--- src/logic/vdp_pkg.sv ---
`default_nettype none

package vdp_pkg;

  // ==============================
  // Widths and sizes
  // ==============================
  localparam int WORD_W     = 64;
  localparam int ADDR_W     = 32;
  localparam int CSR_ADDR_W = 12;
  localparam int NUM_LANES  = 8;
  localparam int IDX_W      = 3;
  localparam int LEN_W      = IDX_W + 1;  // Holds 0..NUM_LANES.
  localparam int ELEM_BYTES = 8;

  // ==============================
  // Register offsets
  // ==============================
  localparam logic [CSR_ADDR_W-1:0] CSR_A_PTR   = 12'h000;
  localparam logic [CSR_ADDR_W-1:0] CSR_B_PTR   = 12'h040;
  localparam logic [CSR_ADDR_W-1:0] CSR_LEN     = 12'h080;
  localparam logic [CSR_ADDR_W-1:0] CSR_START   = 12'h0c0;
  localparam logic [CSR_ADDR_W-1:0] CSR_STATUS  = 12'h100;  // Read only.
  localparam logic [CSR_ADDR_W-1:0] CSR_RES_PTR = 12'h140;

  // ==============================
  // Types
  // ==============================
  typedef logic [WORD_W-1:0] word_t;
  typedef logic [ADDR_W-1:0] addr_t;

  typedef struct packed {
    logic                  wr;
    logic [CSR_ADDR_W-1:0] addr;
    word_t                 data;
  } io_cmd_t;

  typedef struct packed {
    logic                  wr;    // Echo of the command.
    logic [CSR_ADDR_W-1:0] addr;  // Echo of the command.
    word_t                 data;
  } io_resp_t;

  typedef struct packed {
    addr_t            a_ptr;
    addr_t            b_ptr;
    addr_t            res_ptr;
    logic [LEN_W-1:0] len;  // Already clamped.
  } vdp_cfg_t;

  typedef struct packed {
    logic  wr;
    addr_t addr;
    word_t data;
  } mem_req_t;

  typedef struct packed {
    logic             v;
    logic [IDX_W-1:0] idx;
    logic             sel_b;  // Element belongs to vector B.
    word_t            data;
  } lane_wr_t;

endpackage

`default_nettype wire

--- src/logic/vdp_csr.sv ---
`timescale 1ns/1ps
`default_nettype none

module vdp_csr (
  input  logic              clk_i,
  input  logic              reset_i,
  input  logic              io_cmd_v_i,
  input  vdp_pkg::io_cmd_t  io_cmd_i,
  output logic              io_resp_v_o,
  output vdp_pkg::io_resp_t io_resp_o,
  input  logic              done_i,
  output vdp_pkg::vdp_cfg_t cfg_o,
  output logic              go_o
);
  import vdp_pkg::*;

  vdp_cfg_t cfg_q;
  word_t    start_q;
  logic     busy_q;
  logic     wr_en;
  logic     start_hit;
  word_t    rdata;

  assign wr_en     = io_cmd_v_i && io_cmd_i.wr;
  assign start_hit = wr_en && (io_cmd_i.addr == CSR_START) && (io_cmd_i.data != '0);
  assign cfg_o     = cfg_q;

  // ==============================
  // Register writes
  // ==============================
  always_ff @(posedge clk_i) begin
    if (reset_i) begin
      cfg_q   <= '0;
      start_q <= '0;
    end else begin
      if (wr_en) begin
        case (io_cmd_i.addr)
          CSR_A_PTR:   cfg_q.a_ptr   <= io_cmd_i.data[ADDR_W-1:0];
          CSR_B_PTR:   cfg_q.b_ptr   <= io_cmd_i.data[ADDR_W-1:0];
          CSR_RES_PTR: cfg_q.res_ptr <= io_cmd_i.data[ADDR_W-1:0];
          CSR_START:   start_q       <= io_cmd_i.data;
          CSR_LEN: begin
            if (io_cmd_i.data > word_t'(NUM_LANES)) begin
              cfg_q.len <= LEN_W'(NUM_LANES);  // Clamp to lane count.
            end else begin
              cfg_q.len <= io_cmd_i.data[LEN_W-1:0];
            end
          end
          default: ;
        endcase
      end
      if (done_i) begin
        start_q <= '0;  // Job finished.
      end
    end
  end

  // Job launch and busy tracking.
  always_ff @(posedge clk_i) begin
    if (reset_i) begin
      busy_q <= 1'b0;
      go_o   <= 1'b0;
    end else begin
      go_o <= start_hit && !busy_q;
      if (start_hit && !busy_q) begin
        busy_q <= 1'b1;
      end else if (done_i) begin
        busy_q <= 1'b0;
      end
    end
  end

  // ==============================
  // Read path and response
  // ==============================
  always_comb begin
    rdata = '0;
    case (io_cmd_i.addr)
      CSR_A_PTR:   rdata = word_t'(cfg_q.a_ptr);
      CSR_B_PTR:   rdata = word_t'(cfg_q.b_ptr);
      CSR_LEN:     rdata = word_t'(cfg_q.len);
      CSR_START:   rdata = start_q;
      CSR_STATUS:  rdata = word_t'(!busy_q);  // 1 when idle.
      CSR_RES_PTR: rdata = word_t'(cfg_q.res_ptr);
      default:     rdata = '0;
    endcase
  end

  always_ff @(posedge clk_i) begin
    if (reset_i) begin
      io_resp_v_o <= 1'b0;
    end else begin
      io_resp_v_o <= io_cmd_v_i;
    end
  end

  always_ff @(posedge clk_i) begin
    io_resp_o.wr   <= io_cmd_i.wr;
    io_resp_o.addr <= io_cmd_i.addr;
    io_resp_o.data <= io_cmd_i.wr ? '0 : rdata;
  end

  // Done only ends a job that is running.
  a_done_when_busy: assert property (@(posedge clk_i) disable iff (reset_i)
    done_i |-> busy_q);

endmodule

`default_nettype wire

--- config.mk ---
export PLATFORM = sky130hd
export DESIGN_NAME = vdp_csr
export DESIGN_NICKNAME = d
export VERILOG_FILES = /design/src/logic/vdp_pkg.sv /design/src/logic/vdp_csr.sv
export SDC_FILE = /design/constraint.sdc
export NUM_CORES = 1
export LEC_CHECK = 0
export BUFFER_PORTS_ARGS = -buffer_cell sky130_fd_sc_hd__buf_4
export CAP_MARGIN = 10
export CORE_UTILIZATION = 47
export DETAILED_ROUTE_END_ITERATION = 10
export MAX_ROUTING_LAYER = met4
export PLACE_DENSITY = 0.76
export SLEW_MARGIN = 5
export SYNTH_ARGS = -nofsm -noshare
export SYNTH_HDL_FRONTEND = slang
export SYNTH_SLANG_ARGS = --single-unit
--- constraint.sdc ---
create_clock -name clk_i -period 2.08 [get_ports clk_i]
set_input_delay 0.104 -clock clk_i [delete_from_list [all_inputs] [get_ports clk_i]]
set_output_delay 0.104 -clock clk_i [all_outputs]
set_load 0.05 [all_outputs]
==> results.md <==
* Mapped Cells at 1067
* I/O pin count at 260
* Vias in the first global route at 9359
* Number of fillers in the final layout at 1450
* Setup Buffers After CTS at 0
* Crit-path cells: dlygate4sd3_1 -> buf_4 -> or4_4 -> buf_4 -> nor4_4 -> buf_4 -> nand3_1 -> mux2i_1
* P&R area growth vs syn at 44.4%
* First-pass GRT wire length at 50.2 mm
* Most used DFF post-synth: dfxtp_1
* Number of DRC markers in iteration 0 at 880
* DIE AREA at 20700 µm²
* Worst Path Class, Setup: in2reg
* Final setup viols at 0
* Maxcap violations at 0
* Max Freq at 496 MHz
* Drc violations at 0
* Cell Area, Placed at 11900 µm²
* Core Area at 19600 µm²
* Pre-Repair DR Iteration Count at 5
* VDD IR max at 0.000658 V
* Period minus WS final at 2.01 ns
* Final ANT Viol Nets at 0
* RSZ-0062 raised after global routing: no
* DRT Wirelength at 33.3 mm
* Final Net Count at 1461
* EDFF count, synth at 0
* HPWL after DPL at 21.2 mm
* Row cnt at 51
* Initial antenna violation count at 0
* Starting density of the core at 48.3%
* Worst Skew at 0.0143 ns
* Post-synthesis cell area at 9460 µm²
* Synth cell types at 41
* Die height at 144 µm
* TritonCTS clock tree: built
* Clock Sinks at 244
* Commonest non-fill, non-tap cell in the layout: buf_4
* DP Worst Slack at -0.107 ns
* Setup tns final at 0 ns
* Asr flop ratio synth at 0%
* Htree depth at 1
* Share of cells above drive strength 1 at 28.7%
* Gpl congestion at 0.848
* Average cell area after synthesis at 8.87 µm²
* Startpoint type of the worst setup path: input pin
* Global route overflow at 0
* Syn_nets at 1148
* Slew @ Worst Pin at 0.781 ns
* Yosys warns at 0
* Tcrit/Tclk final at 96.9%
* CP endpoint kind: flop
* Slowest Stage Delay on Critical Path at 0.54 ns
* Vias per std cell at 5.86
* Commonest non-fill, non-tap cells in the layout: buf_4 (294), dfxtp_1 (244), a21oi_1 (160)
* Via Count at 9724
* Clk pin slew, worst setup/hold paths at 0.06 ns
* Status: complete, no violations
* Final Hold Viols at 0
* Die X at 144 µm
* Fin. max-slew vios at 0
* Hold Crit Class: in2reg
* Max-slew headroom at 47.5%
* All-Layer GR Usage at 32.1%
* Power density over the cells at 753 nW/µm²
* Max FO, Critical Path at 18
* Yosys reg bits at 244
* Pin count of the biggest net entering global routing at 42
* CP max-delay cell: dlygate4sd3_1
* Fin area at 13700 µm²
* Area taken by multi-input logic gates at 4180 µm²
* Lkg Pwr at 5.22 nW
* Diode count at 0
* Mean routed wirelength per cell at 20.0 µm
* Clk_lat worst skew at 0.53 ns
* Num CTS Buffers at 26
* Hold path cells at 6
* Sequential element share of the synthesized area at 51.6%
* Final WS setup at 0.0655 ns
* Critical Path RT at 2.52 ns
* IO Port Bufs at 259
* R2R depth at 4
* Critical path data arrival time at 2.46 ns
* FF/Latch Area at 4880 µm²
* Clock buffer depth at 3
* Root Driver: clkbuf_16
* CP most frequent cell: buf_4
## layer usage
metal	wire [µm]	up-vias	global-route usage (%)
met4	1220	0	13.5
met3	3240	105	7.56
met1	12800	4627	38.3
li1	-	4466	-
met2	16000	526	51.9
met5	0	-	-
## cell type report
| cell class | count | share of cell area [%] |
|---|---|---|
| sequential | 244 | 35.8 |
| multi-input combinational | 710 | 30.6 |
| timing repair buffer | 392 | 24.5 |
| clock buffer | 37 | 5.59 |
| tap | 265 | 2.43 |
| clock inverter | 6 | 0.999 |
| inverter | 6 | 0.165 |
## synth_stat cells, drive strengths merged (2+ instances only)
master | count | area share (%)
nor3 | 4 | 0.21
nor4 | 23 | 1.9
nand3b | 2 | 0.16
and3 | 2 | 0.13
a32oi | 30 | 2.8
inv | 6 | 0.24
a22oi | 4 | 0.32
mux2 | 31 | 3.7
buf | 16 | 1.0
o21ai | 128 | 6.8
nand3 | 129 | 6.8
dfxtp | 244 | 52
nand2 | 97 | 3.8
clkbuf | 91 | 3.7
nor2 | 5 | 0.20
or4 | 5 | 0.44
mux2i | 32 | 3.4
nand4 | 9 | 0.60
and2 | 35 | 2.3
a21oi | 160 | 8.5
o32ai | 3 | 0.28
## cells by family after synthesis
kind of cell,count (synthesis),share of synthesized area (%)
buf+inv,113,4.97
flops,244,51.6
compound gates,331,19.2
mux,64,7.31
simple gates,315,16.9
## stage by stage
stage / hold WS (ns) / total power [mW] / instances / util, %
floorplan: 0.132 / 5.03 / 1067 / -
global placement: 0.222 / 5.34 / 1536 / 60.7
detailed placement: 0.225 / 5.34 / 1536 / 60.7
CTS: 0.210 / 10.3 / 1660 / 69.5
global route: 0.227 / 10.5 / 1660 / 69.7
finish: 0.203 / 10.3 / 1660 / 69.7
## flip-flops by register name (all words and copies together), names as in the netlist
| register | flops |
|---|---|
| busy_q | 1 |
| cfg_o | 100 |
| go_o | 1 |
| io_resp_o | 77 |
| io_resp_v_o | 1 |
| start_q | 64 |
## what timing repair did
item                                   in CTS  in global routing
gates resized for setup                     0                 11
endpoints found under the hold margin     180                  0
setup endpoints to repair                   0                 33
hold buffers                               81                  0
## critical path: cells and delay by family
family | cells | cell delay (ns)
buf+inv | 4 | 1.17
simple gates | 3 | 0.94
mux | 1 | 0.23
## path summary, 6_finish.rpt
path                                               start                       end  slack, ns
worst max-delay path                        io_cmd_i[66]    cfg_o[69]$_SDFFE_PP0P_       0.07
worst min-delay path                        io_cmd_i[67]           go_o$_SDFF_PP0_       0.20
worst max register to register       busy_q$_SDFFE_PP0P_   io_resp_o[0]$_SDFF_PP0_       0.62
worst min register to register  start_q[54]$_SDFFE_PP0N_  io_resp_o[54]$_SDFF_PP0_       0.44
## power breakdown
group	switching, mW	leakage (nW)	total (mW)	internal [mW]
combinational	0.412	2.81	0.700	0.288
clock	1.86	0.441	4.89	3.03
sequential	0.00424	1.97	4.69	4.69
total	2.28	5.22	10.3	8.00
(Power assumes the default switching activity.)
