<file path="src/logic/vdp_pkg.sv">
`default_nettype none

package vdp_pkg;

  // ==============================
  // Widths and sizes
  // ==============================
  localparam int WORD_W     = 64;
  localparam int ADDR_W     = 32;
  localparam int CSR_ADDR_W = 12;
  localparam int NUM_LANES  = 8;
  localparam int IDX_W      = 3;
  localparam int LEN_W      = IDX_W + 1;  // Holds 0..NUM_LANES.
  localparam int ELEM_BYTES = 8;

  // ==============================
  // Register offsets
  // ==============================
  localparam logic [CSR_ADDR_W-1:0] CSR_A_PTR   = 12'h000;
  localparam logic [CSR_ADDR_W-1:0] CSR_B_PTR   = 12'h040;
  localparam logic [CSR_ADDR_W-1:0] CSR_LEN     = 12'h080;
  localparam logic [CSR_ADDR_W-1:0] CSR_START   = 12'h0c0;
  localparam logic [CSR_ADDR_W-1:0] CSR_STATUS  = 12'h100;  // Read only.
  localparam logic [CSR_ADDR_W-1:0] CSR_RES_PTR = 12'h140;

  // ==============================
  // Types
  // ==============================
  typedef logic [WORD_W-1:0] word_t;
  typedef logic [ADDR_W-1:0] addr_t;

  typedef struct packed {
    logic                  wr;
    logic [CSR_ADDR_W-1:0] addr;
    word_t                 data;
  } io_cmd_t;

  typedef struct packed {
    logic                  wr;    // Echo of the command.
    logic [CSR_ADDR_W-1:0] addr;  // Echo of the command.
    word_t                 data;
  } io_resp_t;

  typedef struct packed {
    addr_t            a_ptr;
    addr_t            b_ptr;
    addr_t            res_ptr;
    logic [LEN_W-1:0] len;  // Already clamped.
  } vdp_cfg_t;

  typedef struct packed {
    logic  wr;
    addr_t addr;
    word_t data;
  } mem_req_t;

  typedef struct packed {
    logic             v;
    logic [IDX_W-1:0] idx;
    logic             sel_b;  // Element belongs to vector B.
    word_t            data;
  } lane_wr_t;

endpackage

`default_nettype wire

</file>
<file path="src/logic/vdp_fetch_ctrl.sv">
`timescale 1ns/1ps
`default_nettype none

module vdp_fetch_ctrl (
  input  logic              clk_i,
  input  logic              reset_i,
  input  logic              go_i,
  input  vdp_pkg::vdp_cfg_t cfg_i,
  input  vdp_pkg::word_t    sum_i,
  output logic              mem_req_v_o,
  output vdp_pkg::mem_req_t mem_req_o,
  input  logic              mem_resp_v_i,
  input  vdp_pkg::word_t    mem_rdata_i,
  output logic              lane_clr_o,
  output vdp_pkg::lane_wr_t lane_wr_o,
  output logic              done_o
);
  import vdp_pkg::*;

  typedef enum logic [2:0] {
    S_IDLE,
    S_ISSUE,
    S_WAIT,
    S_SETTLE,
    S_STORE,
    S_STORE_WAIT
  } state_e;

  state_e           state_q;
  logic [LEN_W-1:0] cnt_q;
  logic             sel_b_q;
  logic             settle_q;
  logic             last_elem;
  logic             is_store;
  addr_t            elem_base;
  addr_t            elem_addr;

  assign last_elem = LEN_W'(cnt_q + 1'b1) == cfg_i.len;
  assign is_store  = (state_q == S_STORE);
  assign elem_base = sel_b_q ? cfg_i.b_ptr : cfg_i.a_ptr;
  assign elem_addr = elem_base + addr_t'(cnt_q) * addr_t'(ELEM_BYTES);

  // ==============================
  // Memory request and lane writes
  // ==============================
  assign mem_req_v_o    = (state_q == S_ISSUE) || is_store;
  assign mem_req_o.wr   = is_store;
  assign mem_req_o.addr = is_store ? cfg_i.res_ptr : elem_addr;
  assign mem_req_o.data = is_store ? sum_i : '0;

  assign lane_clr_o      = (state_q == S_IDLE) && go_i;  // Wipe stale lanes.
  assign lane_wr_o.v     = (state_q == S_WAIT) && mem_resp_v_i;
  assign lane_wr_o.idx   = cnt_q[IDX_W-1:0];
  assign lane_wr_o.sel_b = sel_b_q;
  assign lane_wr_o.data  = mem_rdata_i;

  // ==============================
  // FSM
  // ==============================
  always_ff @(posedge clk_i) begin
    if (reset_i) begin
      state_q  <= S_IDLE;
      cnt_q    <= '0;
      sel_b_q  <= 1'b0;
      settle_q <= 1'b0;
      done_o   <= 1'b0;
    end else begin
      done_o <= 1'b0;
      case (state_q)
        S_IDLE: begin
          if (go_i) begin
            cnt_q    <= '0;
            sel_b_q  <= 1'b0;
            settle_q <= 1'b0;
            // Zero length skips straight to the store of a cleared sum.
            state_q  <= (cfg_i.len == '0) ? S_SETTLE : S_ISSUE;
          end
        end
        S_ISSUE: begin
          state_q <= S_WAIT;
        end
        S_WAIT: begin
          if (mem_resp_v_i) begin
            if (!last_elem) begin
              cnt_q   <= cnt_q + 1'b1;
              state_q <= S_ISSUE;
            end else if (!sel_b_q) begin
              cnt_q   <= '0;  // Move on to vector B.
              sel_b_q <= 1'b1;
              state_q <= S_ISSUE;
            end else begin
              state_q <= S_SETTLE;
            end
          end
        end
        S_SETTLE: begin
          settle_q <= 1'b1;  // Lane product, then tree sum.
          if (settle_q) begin
            state_q <= S_STORE;
          end
        end
        S_STORE: begin
          state_q <= S_STORE_WAIT;
        end
        S_STORE_WAIT: begin
          if (mem_resp_v_i) begin
            done_o  <= 1'b1;
            state_q <= S_IDLE;
          end
        end
        default: begin
          state_q <= S_IDLE;
        end
      endcase
    end
  end

  // Only one request may be in flight at the memory.
  a_one_outstanding: assert property (@(posedge clk_i) disable iff (reset_i)
    mem_req_v_o |=> !mem_req_v_o until_with mem_resp_v_i);

endmodule

`default_nettype wire

</file>
<file path="config.mk">
export PLATFORM = sky130hd
export DESIGN_NAME = vdp_fetch_ctrl
export DESIGN_NICKNAME = d
export VERILOG_FILES = /design/src/logic/vdp_pkg.sv /design/src/logic/vdp_fetch_ctrl.sv
export SDC_FILE = /design/constraint.sdc
export NUM_CORES = 1
export LEC_CHECK = 0
export BUFFER_PORTS_ARGS = -buffer_cell sky130_fd_sc_hd__buf_2
export CAP_MARGIN = 20
export CORE_AREA = 2 2 154 156
export CTS_BUF_LIST = sky130_fd_sc_hd__clkbuf_4 sky130_fd_sc_hd__clkbuf_8
export DETAILED_ROUTE_END_ITERATION = 7
export DIE_AREA = 0 0 156 158
export GPL_TIMING_DRIVEN = 0
export HOLD_SLACK_MARGIN = 0.15
export PLACE_DENSITY_LB_ADDON = 0.25
export SLEW_MARGIN = 30
export SYNTH_ARGS = -nofsm -noshare
export SYNTH_HDL_FRONTEND = slang
export SYNTH_SLANG_ARGS = --single-unit
export TNS_END_PERCENT = 5
</file>
<file path="constraint.sdc">
create_clock -name clk_i -period 6.7 [get_ports clk_i]
set_input_delay 0.335 -clock clk_i [delete_from_list [all_inputs] [get_ports clk_i]]
set_output_delay 0.335 -clock clk_i [all_outputs]
set_load 0.02 [all_outputs]
</file>
==> impl_results.md <==
* Worst Reg-to-Reg Cells at 7
* Peak supply drop at 101.1 uV
* Post-CTS setup buffer count at 0
* Row Count at 56
* Hold slack at 0.4183 ns
* Worst Path Max Fanout at 10
* Unrepaired setup endpoints after global routing: no
* GRT overflow at 0
* CTS H-tree depth at 1
* Fillcell total at 2656
* Arr. time, crit path at 5.18 ns
* Die width at 156 um
* Register area share after synthesis at 0.05999
* Fmax achieved at 0.1815 GHz
* Largest net degree at the start of global routing at 11
* #FFs+latches synth at 10
* Final nets at 1061
* Static leakage at 2.821 nW
* Vias at 4626
* Clk_skew at 0.006011 ns
* Crit. End Element: output port
* Synth Area in XOR/XNOR at 0.05662
* Die Height at 158 um
* Post-synthesis mux area share at 0.1091
* I/O Buffers at 335
* Clock slew at reported path FFs at 0.05 ns
* CTS Sinks at 10
* Post-synth cell types at 67
* TNS Setup at 0 ns
* Post-Syn Area at 3337 um^2
* Crit path time final at 5.510 ns
* Primary FF master, synth: dfxtp_1
* Area grow syn2layout at 63.48%
* All-Layer GR Usage at 0.1359
* Cells on Worst Hold Path at 2
* Initial antenna violation count at 5
* Initial DRC Count at 269
* WS Path Type: reg -> out
* Worst-skew pair later-pin latency at 0.24 ns
* Worst setup SP type: flop
* Main combinational cell family by area after synthesis: simple AND/OR/NAND/NOR gates
* First-pass GRT wire length at 25450 um
* Post-DP HPWL at 16200 um
* Boundary pin count at 401
* CTS resizes at 0
* Post-Place Cell Area at 5393 um^2
* CTS root buf: clkbuf_8
* Number of max-cap violations at 0
* Required time worst endpoint at 6.36 ns
* Most common library cell in the layout ignoring fill and taps: buf_2
* Core area at 23050 um^2
* Hold Buf Count CTS at 0
* Initial Utilization at 0.1448
* Final-report hold violation count at 0
* Post-Syn Nets at 718
* Post-DR wirelength/cell at 16.65 um
* Post-Layout Inst Area at 5455 um^2
* Remaining DRCs at 0
* Max-slew violation count at 0
* Die area at 24650 um^2
* Yosys warns at 0
* Slew @ Worst Pin at 0.7779 ns
* Status: completed
* Final setup viols at 0
* Deepest clock path buffer count at 2
* Mean Syn Cell Area at 6.952 um^2
* Power per cell area at 212.7 nW/um^2
* ANT nets after route at 0
* Total wire length at 18530 um
* Async set-reset flop share out of synthesis at 0
* Num CTS Buffers at 3
* Synth Area in Compound Gates at 0.1815
* Simple-gate area share of the yosys netlist at 0.3675
* Vias per cell at 4.156
* Post-Synth Adder-Cell Area at 0.02475
* Pre-Repair DR Iteration Count at 4
* Cells after Synth at 480
* Period utilization at 0.8224
* CTS tree: done
* Layout Utilization at 0.2366
* Fraction of layout cells with a size suffix above 1 at 0.5304
* Vias in the first global route at 4124
* RePlAce Congestion at 0.7781
* EDFF count, synth at 0
* Hold Path Class: in -> reg
* Most frequent cells in the layout: 340 x buf_2, 70 x buf_4, 67 x and2_1
* Relative slew slack at 0.4759
## worst max-delay path, cell delays in order, from the launching register on
cell and delay [ns]:
dfxtp_1 0.50, buf_6 0.22, clkbuf_1 0.50, buf_2 0.43, buf_2 0.31, buf_2 0.33
mux2_2 0.21, ha_1 0.18, inv_1 0.06, fa_1 0.42, nor2b_1 0.13, o21a_1 0.29
o2111ai_1 0.40, o31a_1 0.42, o31ai_1 0.27, buf_2 0.24
## where the power goes
part / leakage (nW) / switching [mW] / internal (mW) / total (mW)
Clock: 0.0288 / 0.0267 / 0.0519 / 0.0786
Combinational: 2.71 / 0.636 / 0.369 / 1.01
Sequential: 0.0814 / 0.00854 / 0.0679 / 0.0764
Total: 2.82 / 0.672 / 0.489 / 1.16
## cell usage after synthesis, drive strengths merged (10+ instances only)
| cell | count | area, um^2 |
|---|---|---|
| buf | 77 | 564.3 |
| and2 | 67 | 419.2 |
| nand2 | 47 | 178.9 |
| nor2 | 25 | 93.84 |
| mux2i | 24 | 240.2 |
| a21oi | 22 | 110.1 |
| clkbuf | 20 | 75.07 |
| o21ai | 18 | 90.09 |
| nand3 | 16 | 85.08 |
| xnor2 | 14 | 122.6 |
| mux2 | 11 | 123.9 |
| dfxtp | 10 | 200.2 |
| nand4 | 10 | 83.83 |
## per-layer routing
metal  up-vias  routed length [um]  part of all wire  global-route usage
li1       2319                   -                 -                   -
met1      2088                8459              0.46              0.1885
met2       197                8475              0.46              0.2196
met3        14                1431             0.077             0.03258
met4         8                 125            0.0067             0.01616
met5         -                  36            0.0019                   0
## path summary, 6_finish.rpt
kind	end	startpoint	slack [ns]
worst max-delay path	mem_req_o[91]	sel_b_q	1.19
worst min-delay path	done_o	mem_resp_v_i	0.42
worst max register to register	state_q[1]	sel_b_q	4.05
worst min register to register	settle_q	settle_q	0.52
## registers in the layout, summed over array words and instances (netlist names)
| register | cells |
|---|---|
| state_q | 3 |
| sel_b_q | 1 |
| settle_q | 1 |
| done_o | 1 |
| cnt_q | 4 |
## cell families (layout without fill, tap and decap cells)
| family | count (synthesis) | after routing |
|---|---|---|
| simple gates | 213 | 213 |
| buf+inv | 105 | 447 |
| compound gates | 91 | 91 |
| mux | 35 | 35 |
| xor+xnor | 20 | 20 |
| flops | 10 | 10 |
| fa+ha+maj | 6 | 6 |
| other cells | 0 | 1 |
## cell type report
class / instances / area, um^2 / share of cell area
antenna: 1 / 2.502 / 0.0004587
buffer: 97 / 639.4 / 0.1172
clock buffer: 4 / 55.05 / 0.01009
inverter: 8 / 30.03 / 0.005505
multi-input combinational: 365 / 2467 / 0.4523
sequential: 10 / 200.2 / 0.03670
tap: 290 / 362.8 / 0.06651
timing repair buffer: 338 / 1698 / 0.3112
## per-stage QoR
step	total power [mW]	std cells	setup WS [ns]
finish	1.160	1113	1.190
global route	1.267	1112	0.8426
CTS	1.180	1111	1.085
detailed placement	1.097	1107	1.395
global placement	1.099	1105	1.290
floorplan	0.7218	480	2.553
(Power assumes the default switching activity.)
