<file path="config.mk">
export PLATFORM = sky130hd
export DESIGN_NAME = vdp_adder_tree
export DESIGN_NICKNAME = d
export VERILOG_FILES = /design/src/logic/vdp_pkg.sv /design/src/logic/vdp_adder_tree.sv
export SDC_FILE = /design/constraint.sdc
export NUM_CORES = 1
export LEC_CHECK = 0
export BUFFER_PORTS_ARGS = -buffer_cell sky130_fd_sc_hd__buf_2
export CORE_AREA = 3 3 222 224
export DETAILED_ROUTE_END_ITERATION = 10
export DIE_AREA = 0 0 225 227
export PLACE_DENSITY = 0.64
export SETUP_SLACK_MARGIN = 0.05
export SKIP_CTS_REPAIR_TIMING = 1
export SYNTH_ARGS = -nofsm -noshare
export SYNTH_HDL_FRONTEND = slang
export SYNTH_SLANG_ARGS = --single-unit
</file>
<file path="constraint.sdc">
create_clock -name clk_i -period 7.9 [get_ports clk_i]
set_clock_uncertainty 0.05 [all_clocks]
set_input_delay 0.79 -clock clk_i [delete_from_list [all_inputs] [get_ports clk_i]]
set_output_delay 0.79 -clock clk_i [all_outputs]
set_load 0.005 [all_outputs]
</file>
<file path="src/logic/vdp_pkg.sv">
`default_nettype none

package vdp_pkg;

  // ==============================
  // Widths and sizes
  // ==============================
  localparam int WORD_W     = 64;
  localparam int ADDR_W     = 32;
  localparam int CSR_ADDR_W = 12;
  localparam int NUM_LANES  = 8;
  localparam int IDX_W      = 3;
  localparam int LEN_W      = IDX_W + 1;  // Holds 0..NUM_LANES.
  localparam int ELEM_BYTES = 8;

  // ==============================
  // Register offsets
  // ==============================
  localparam logic [CSR_ADDR_W-1:0] CSR_A_PTR   = 12'h000;
  localparam logic [CSR_ADDR_W-1:0] CSR_B_PTR   = 12'h040;
  localparam logic [CSR_ADDR_W-1:0] CSR_LEN     = 12'h080;
  localparam logic [CSR_ADDR_W-1:0] CSR_START   = 12'h0c0;
  localparam logic [CSR_ADDR_W-1:0] CSR_STATUS  = 12'h100;  // Read only.
  localparam logic [CSR_ADDR_W-1:0] CSR_RES_PTR = 12'h140;

  // ==============================
  // Types
  // ==============================
  typedef logic [WORD_W-1:0] word_t;
  typedef logic [ADDR_W-1:0] addr_t;

  typedef struct packed {
    logic                  wr;
    logic [CSR_ADDR_W-1:0] addr;
    word_t                 data;
  } io_cmd_t;

  typedef struct packed {
    logic                  wr;    // Echo of the command.
    logic [CSR_ADDR_W-1:0] addr;  // Echo of the command.
    word_t                 data;
  } io_resp_t;

  typedef struct packed {
    addr_t            a_ptr;
    addr_t            b_ptr;
    addr_t            res_ptr;
    logic [LEN_W-1:0] len;  // Already clamped.
  } vdp_cfg_t;

  typedef struct packed {
    logic  wr;
    addr_t addr;
    word_t data;
  } mem_req_t;

  typedef struct packed {
    logic             v;
    logic [IDX_W-1:0] idx;
    logic             sel_b;  // Element belongs to vector B.
    word_t            data;
  } lane_wr_t;

endpackage

`default_nettype wire

</file>
<file path="src/logic/vdp_adder_tree.sv">
`timescale 1ns/1ps
`default_nettype none

module vdp_adder_tree (
  input  logic           clk_i,
  input  logic           reset_i,
  input  vdp_pkg::word_t prod_i [vdp_pkg::NUM_LANES],
  output vdp_pkg::word_t sum_o
);
  import vdp_pkg::*;

  word_t lvl1 [NUM_LANES/2];
  word_t lvl2 [NUM_LANES/4];
  word_t total;

  // ==============================
  // Pairwise reduction
  // ==============================
  for (genvar i = 0; i < NUM_LANES / 2; i++) begin : g_lvl1
    assign lvl1[i] = prod_i[2*i] + prod_i[2*i+1];
  end

  for (genvar i = 0; i < NUM_LANES / 4; i++) begin : g_lvl2
    assign lvl2[i] = lvl1[2*i] + lvl1[2*i+1];
  end

  assign total = lvl2[0] + lvl2[1];  // Wraps modulo 2^64.

  always_ff @(posedge clk_i) begin
    if (reset_i) begin
      sum_o <= '0;
    end else begin
      sum_o <= total;
    end
  end

endmodule

`default_nettype wire

</file>
==> flow_summary.yaml, run 1 <==
clocking:
  clock-root-buffer: "clkbuf_16"
  htree_levels: 3
  clock_path_buffers: 2
  cts_buffers: 9
  cts_tree: "built"
  clk_pin_slew_worst_paths_ps: 70
  clock-sinks: 64
placed_design:
  gp_congestion: 0.903
  dpl-instance-area_mm2: 0.0196
  hpwl_um: 44800
  portBuffers: 577
global_routing:
  grt_pass1_vias: 14846
  grt_overflow: 0
  grt_max_degree: 85
  grt_first_pass_wirelength_um: 74700
  grt_antenna_before_repair: 1
  grt.total_usage_pct: 18.9
logic_synthesis:
  synth_area_mm2: 0.0162
  syn_nets: 2848
  ys_top_cells_by_area: "fa_1, inv_1, dfxtp_1"
  yosysSeqAreaShare_pct: 7.91
  ys_top_cells_by_count: "inv_1, fa_1, nor2_1"
  yosysMostFrequentCell: "inv_1"
  synth_area_leader_cell: "fa_1"
  synth.avg_cell_area_um2: 8.55
  synthCells: 1895
  synthFlopType: "dfxtp_1"
  synth_warnings: 0
  synthDistinctLibCells: 71
  synth_edf_count: 0
  synthArstFlopShare_pct: 0
  synth_top_area_share_pct: 46.3
  yosys_register_bits: 64
floorplanning:
  rows: 80
  die_x_um: 225
  die_h_um: 227
  io_pins: 578
  die-area_mm2: 0.0511
  core_area_mm2: 0.0475
  start_util_pct: 34.1
drt:
  wl_per_cell_um: 15.7
  wl_um: 48100
  drtPass1Iterations: 7
  antenna_left: 0
  drc_errors: 0
  first_iter_violations: 517
  vias: 13607
  vias_per_cell: 4.44
sta:
  fmax_mhz: 156
  worst_slew_pin_slew_ps: 990
  setup_violations: 0
  report.final.slew_viol_count: 0
  slew_headroom_pct: 34.0
  hold_violations: 0
  period_needed_ps: 6410
  min_period_over_period_pct: 81.1
  rsz0062_at_grt: "false"
  tns_ps: 0
worst_setup_path:
  critPathLaunchType: "primary input"
  cp_slowest_stage_delay_ps: 710
  cp-end-kind: "register"
  required_ps: 8090
  worst-path-max-fanout: 5
  worst_path_max_delay_cell: "a21boi_0"
  crit_chain: "buf_2 -> inv_1 -> fa_1 -> inv_1 -> fa_1 -> fa_1 -> inv_1 -> fa_1 -> inv_1 -> ha_1 -> inv_1 -> fa_1 -> nor2b_1 -> o31a_1 -> o211ai_1 -> a21oi_1 -> o211ai_1 -> a21boi_0 -> o21ai_0 -> mux2_2"
  path_class: "in2reg"
  arrival_ps: 6600
cells_and_area:
  largest_register: "sum_o"
  n_fill_cell: 4780
  drive_above_1_share_pct: 25.5
  final_nets: 3398
  reg_top3: "sum_o: 64 flops"
  post-route-cell-area_mm2: 0.0199
  diodes: 0
  final_util_pct: 41.9
  syn_to_final_growth_pct: 22.9
  largest_reg_flops: 64
pwr:
  powerDensity_mw_per_mm2: 461
  power_w: 0.00918
  ir_drop_mv: 0.231
  leakage_nw: 11.7
min_path:
  worstHoldPathCells: 4
  hp-start: "prod_i[448]"
  whs_endpoint: "sum_o[0]"
  min_path_type: "in2reg"
run_status:
  status: "finished, final reports clean"
run:
  cap_violations: 0
[placed cells by master, fill, tap and decap left out, types with 9 or more instances in the layout]
cell,count
xor2_1,15
ha_1,64
a21o_1,33
buf_2,576
nand4_1,20
nand2_1,49
mux2_2,13
o21bai_1,9
nor2_1,93
nor3_1,17
nand3_1,21
fa_1,375
a21oi_1,63
nor2b_1,17
inv_1,795
xnor2_1,31
o21ai_0,48
a211oi_1,9
clkbuf_16,9
dfxtp_1,64
[metrics by stage]
step / setup slack (ps) / hold WS, ps / std cells
global route: 1220 / 903 / 3065
finish: 1490 / 889 / 3065
global placement: 1120 / 1130 / 3049
floorplan: 2560 / 1020 / 1895
CTS: 1510 / 894 / 3065
detailed placement: 1190 / 1120 / 3049
[layer usage]
| layer | vias to the layer above | track usage (%) | wire length (um) |
|---|---|---|---|
| li1 | 6492 | - | - |
| met1 | 6626 | 22.2 | 18500 |
| met2 | 449 | 35.2 | 25300 |
| met3 | 40 | 4.33 | 3380 |
| met4 | 0 | 4.26 | 958 |
| met5 | - | 0 | 0 |
[where the power goes]
part           switching, W  leakage, nW  internal (W)
Clock              0.000176        0.135      0.000213
Sequential        0.0000432        0.534      0.000513
Combinational       0.00490         11.1       0.00334
[area by class of cell]
type                       count  area [um^2]  area share (%)
multi-input combinational    998        11700            58.8
inverter                     795         2980            15.0
timing repair buffer         577         2890            14.5
sequential                    64         1280            6.43
tap                          615          769            3.86
clock buffer                   9          225            1.13
clock inverter                 7         48.8           0.245
[logic make-up after synthesis]
logic type	after synthesis	share of synthesized area [%]
multiplexers	13	0.903
flip-flops	64	7.91
AND/OR/NAND/NOR	270	8.23
adder cells (fa/ha/maj)	439	51.3
AO/OA/AOI/OAI	230	9.40
buffers and inverters	833	19.8
XOR/XNOR	46	2.49
[worst max-delay path by stage]
stage / to / startpoint / slack (ps)
floorplan: sum_o[57] / prod_i[219] / 2560
global placement: sum_o[62] / prod_i[24] / 1120
detailed placement: sum_o[62] / prod_i[194] / 1190
CTS: sum_o[62] / prod_i[194] / 1510
global route: sum_o[62] / prod_i[194] / 1220
finish: sum_o[62] / prod_i[194] / 1490
[worst max-delay path: cells and delay by family]
family / cells / cell delay, ps
mux: 1 / 320
simple gates: 1 / 220
buf+inv: 6 / 370
fa+ha+maj: 6 / 2610
compound gates: 6 / 2300
Power figures use the tool's default switching activity.
==> run 2: changes to the inputs <==
- ABC_AREA: unset -> 1
- CORE_AREA: 3 3 222 224 -> 3 3 226 228
- DIE_AREA: 0 0 225 227 -> 0 0 229 231
- PLACE_DENSITY: 0.64 -> 0.69
- clock period: 7.9 -> 5.4 ns (I/O delays scaled with it)
==> flow_summary.yaml, run 2 <==
sta:
  report.final.slew_viol_count: 0
  hold_violations: 0
  setup_violations: 0
  worst_slew_pin_slew_ps: 1030
  fmax_mhz: 219
  period_needed_ps: 4570
  fin_ws_ps: 828
  tns_ps: 0
  min_period_over_period_pct: 84.7
  rsz0062_at_grt: "false"
  slew_headroom_pct: 31.1
placed_design:
  portBuffers: 577
  gp_congestion: 0.961
  dpl-instance-area_mm2: 0.0216
  hpwl_um: 52400
  post-place-ws_ps: 477
logic_synthesis:
  ys_top_cells_by_count: "inv_1, nand2_1, fa_1"
  syn_nets: 3507
  synth_warnings: 0
  synth_edf_count: 0
  synthFlopType: "dfxtp_1"
  synthArstFlopShare_pct: 0
  synth_top_area_share_pct: 41.9
  synthCells: 2554
  synthDistinctLibCells: 35
  yosysSeqAreaShare_pct: 7.15
  yosysMostFrequentCell: "inv_1"
  yosys_register_bits: 64
  synth_area_mm2: 0.0179
  synth.avg_cell_area_um2: 7.02
  synth_area_leader_cell: "fa_1"
  ys_top_cells_by_area: "fa_1, inv_1, nand2_1"
worst_setup_path:
  critPathLaunchType: "primary input"
  crit_family: "adder cells"
  path_class: "in2reg"
  required_ps: 5590
  cp-end-kind: "register"
  cp_slowest_stage_delay_ps: 530
  crit_chain: "buf_2 -> inv_1 -> fa_1 -> inv_1 -> fa_1 -> fa_1 -> inv_1 -> fa_1 -> inv_1 -> ha_1 -> inv_1 -> fa_1 -> nor2_1 -> or2_4 -> nand3_1 -> nand2_1 -> nand2_1 -> nand2_2 -> o21ai_0 -> a21oi_1"
  arrival_ps: 4770
  path_buf_inv: 6
  worst_path_max_delay_cell: "fa_1"
  worst-path-max-fanout: 4
cells_and_area:
  post-route-cell-area_mm2: 0.0220
  reg_top3: "sum_o: 64 flops"
  multi_input_comb_area_mm2: 0.0126
  drive_above_1_share_pct: 21.2
  largest_register: "sum_o"
  syn_to_final_growth_pct: 22.5
  n_fill_cell: 5177
  largest_reg_flops: 64
  regArea_mm2: 0.00128
  final_common_cell: "inv_1"
  final_nets: 4089
  layout_common_cells: "inv_1, buf_2, nand2_1, fa_1, nor2_1"
drt:
  drc_errors: 0
  antenna_left: 0
  wl_per_cell_um: 14.8
  vias_per_cell: 4.33
  wl_um: 56300
  vias: 16503
  drtPass1Iterations: 7
  first_iter_violations: 813
floorplanning:
  die_x_um: 229
  start_util_pct: 36.5
  core_area_mm2: 0.0491
  die-area_mm2: 0.0529
  io_pins: 578
  die_h_um: 231
  rows: 81
global_routing:
  grt_pass1_vias: 17327
  grt.total_usage_pct: 21.5
  grt_antenna_before_repair: 2
  grt_overflow: 0
  grt_first_pass_wirelength_um: 88900
  grt_max_degree: 31
clocking:
  clk_pin_slew_worst_paths_ps: 60
  clock_path_buffers: 2
  clock-sinks: 64
  clock-root-buffer: "clkbuf_16"
  htree_levels: 3
  cts_tree: "built"
  cts_buffers: 9
run:
  cap_violations: 0
run_status:
  status: "finished, final reports clean"
min_path:
  min_path_type: "in2reg"
## run 2: cell types whose count changed in the layout (fill, tap and decap cells not counted), sizes merged, moves of 9 or more
cell	delta
a211oi	-9
a21o	-33
a21oi	+28
inv	+261
mux2	-13
nand2	+528
nand3	+38
nor2	+62
nor2b	-17
o21ai	-18
xnor2	-30
xor2	-14
## run 2: layout make-up
cell class / count / share of cell area [%]
Clock inverter: 6 / 0.490
Inverter: 1058 / 18.1
Multi-Input combinational cell: 1425 / 57.6
Tap cell: 664 / 3.78
Antenna cell: 2 / 0.0228
Clock buffer: 10 / 1.04
Sequential cell: 64 / 5.83
Timing Repair Buffer: 578 / 13.2
## run 2: final timing paths
check	startpoint	end	slack, ps	depth (start not counted)
worst max-delay path	prod_i[194]	sum_o[30]	830	20
worst min-delay path	reset_i	sum_o[3]	460	2
## run 2: stage by stage
step | std cells | hold WS (ps) | util [%]
after floorplan | 2554 | 757 | -
after global placement | 3789 | 815 | 44.1
after detailed placement | 3789 | 814 | 44.1
after CTS | 3805 | 460 | 44.8
after global routing | 3807 | 495 | 44.8
final | 3807 | 460 | 44.8
## run 2: kinds of logic (layout without fill, tap and decap cells)
logic type | Yosys count | after routing | share of synthesized area (%)
buffers and inverters | 1065 | 1652 | 22.3
AND/OR/NAND/NOR | 847 | 847 | 20.1
adder cells (fa/ha/maj) | 439 | 439 | 46.3
AO/OA/AOI/OAI | 137 | 137 | 4.03
flip-flops | 64 | 64 | 7.15
XOR/XNOR | 2 | 2 | 0.0977
other | 0 | 2 | 0
## run 2: layer usage
metal	GRT usage (%)	routed length, um	up-vias	share of wire [%]
li1	-	-	8138	-
met1	26.0	22100	7747	39
met2	39.0	28600	545	51
met3	3.94	3860	73	6.9
met4	6.43	1680	0	3.0
met5	0	0	-	0
Power of run 2 is not shown: default switching activity piles up to over one toggle a cycle in this logic, so the estimate is an artifact.
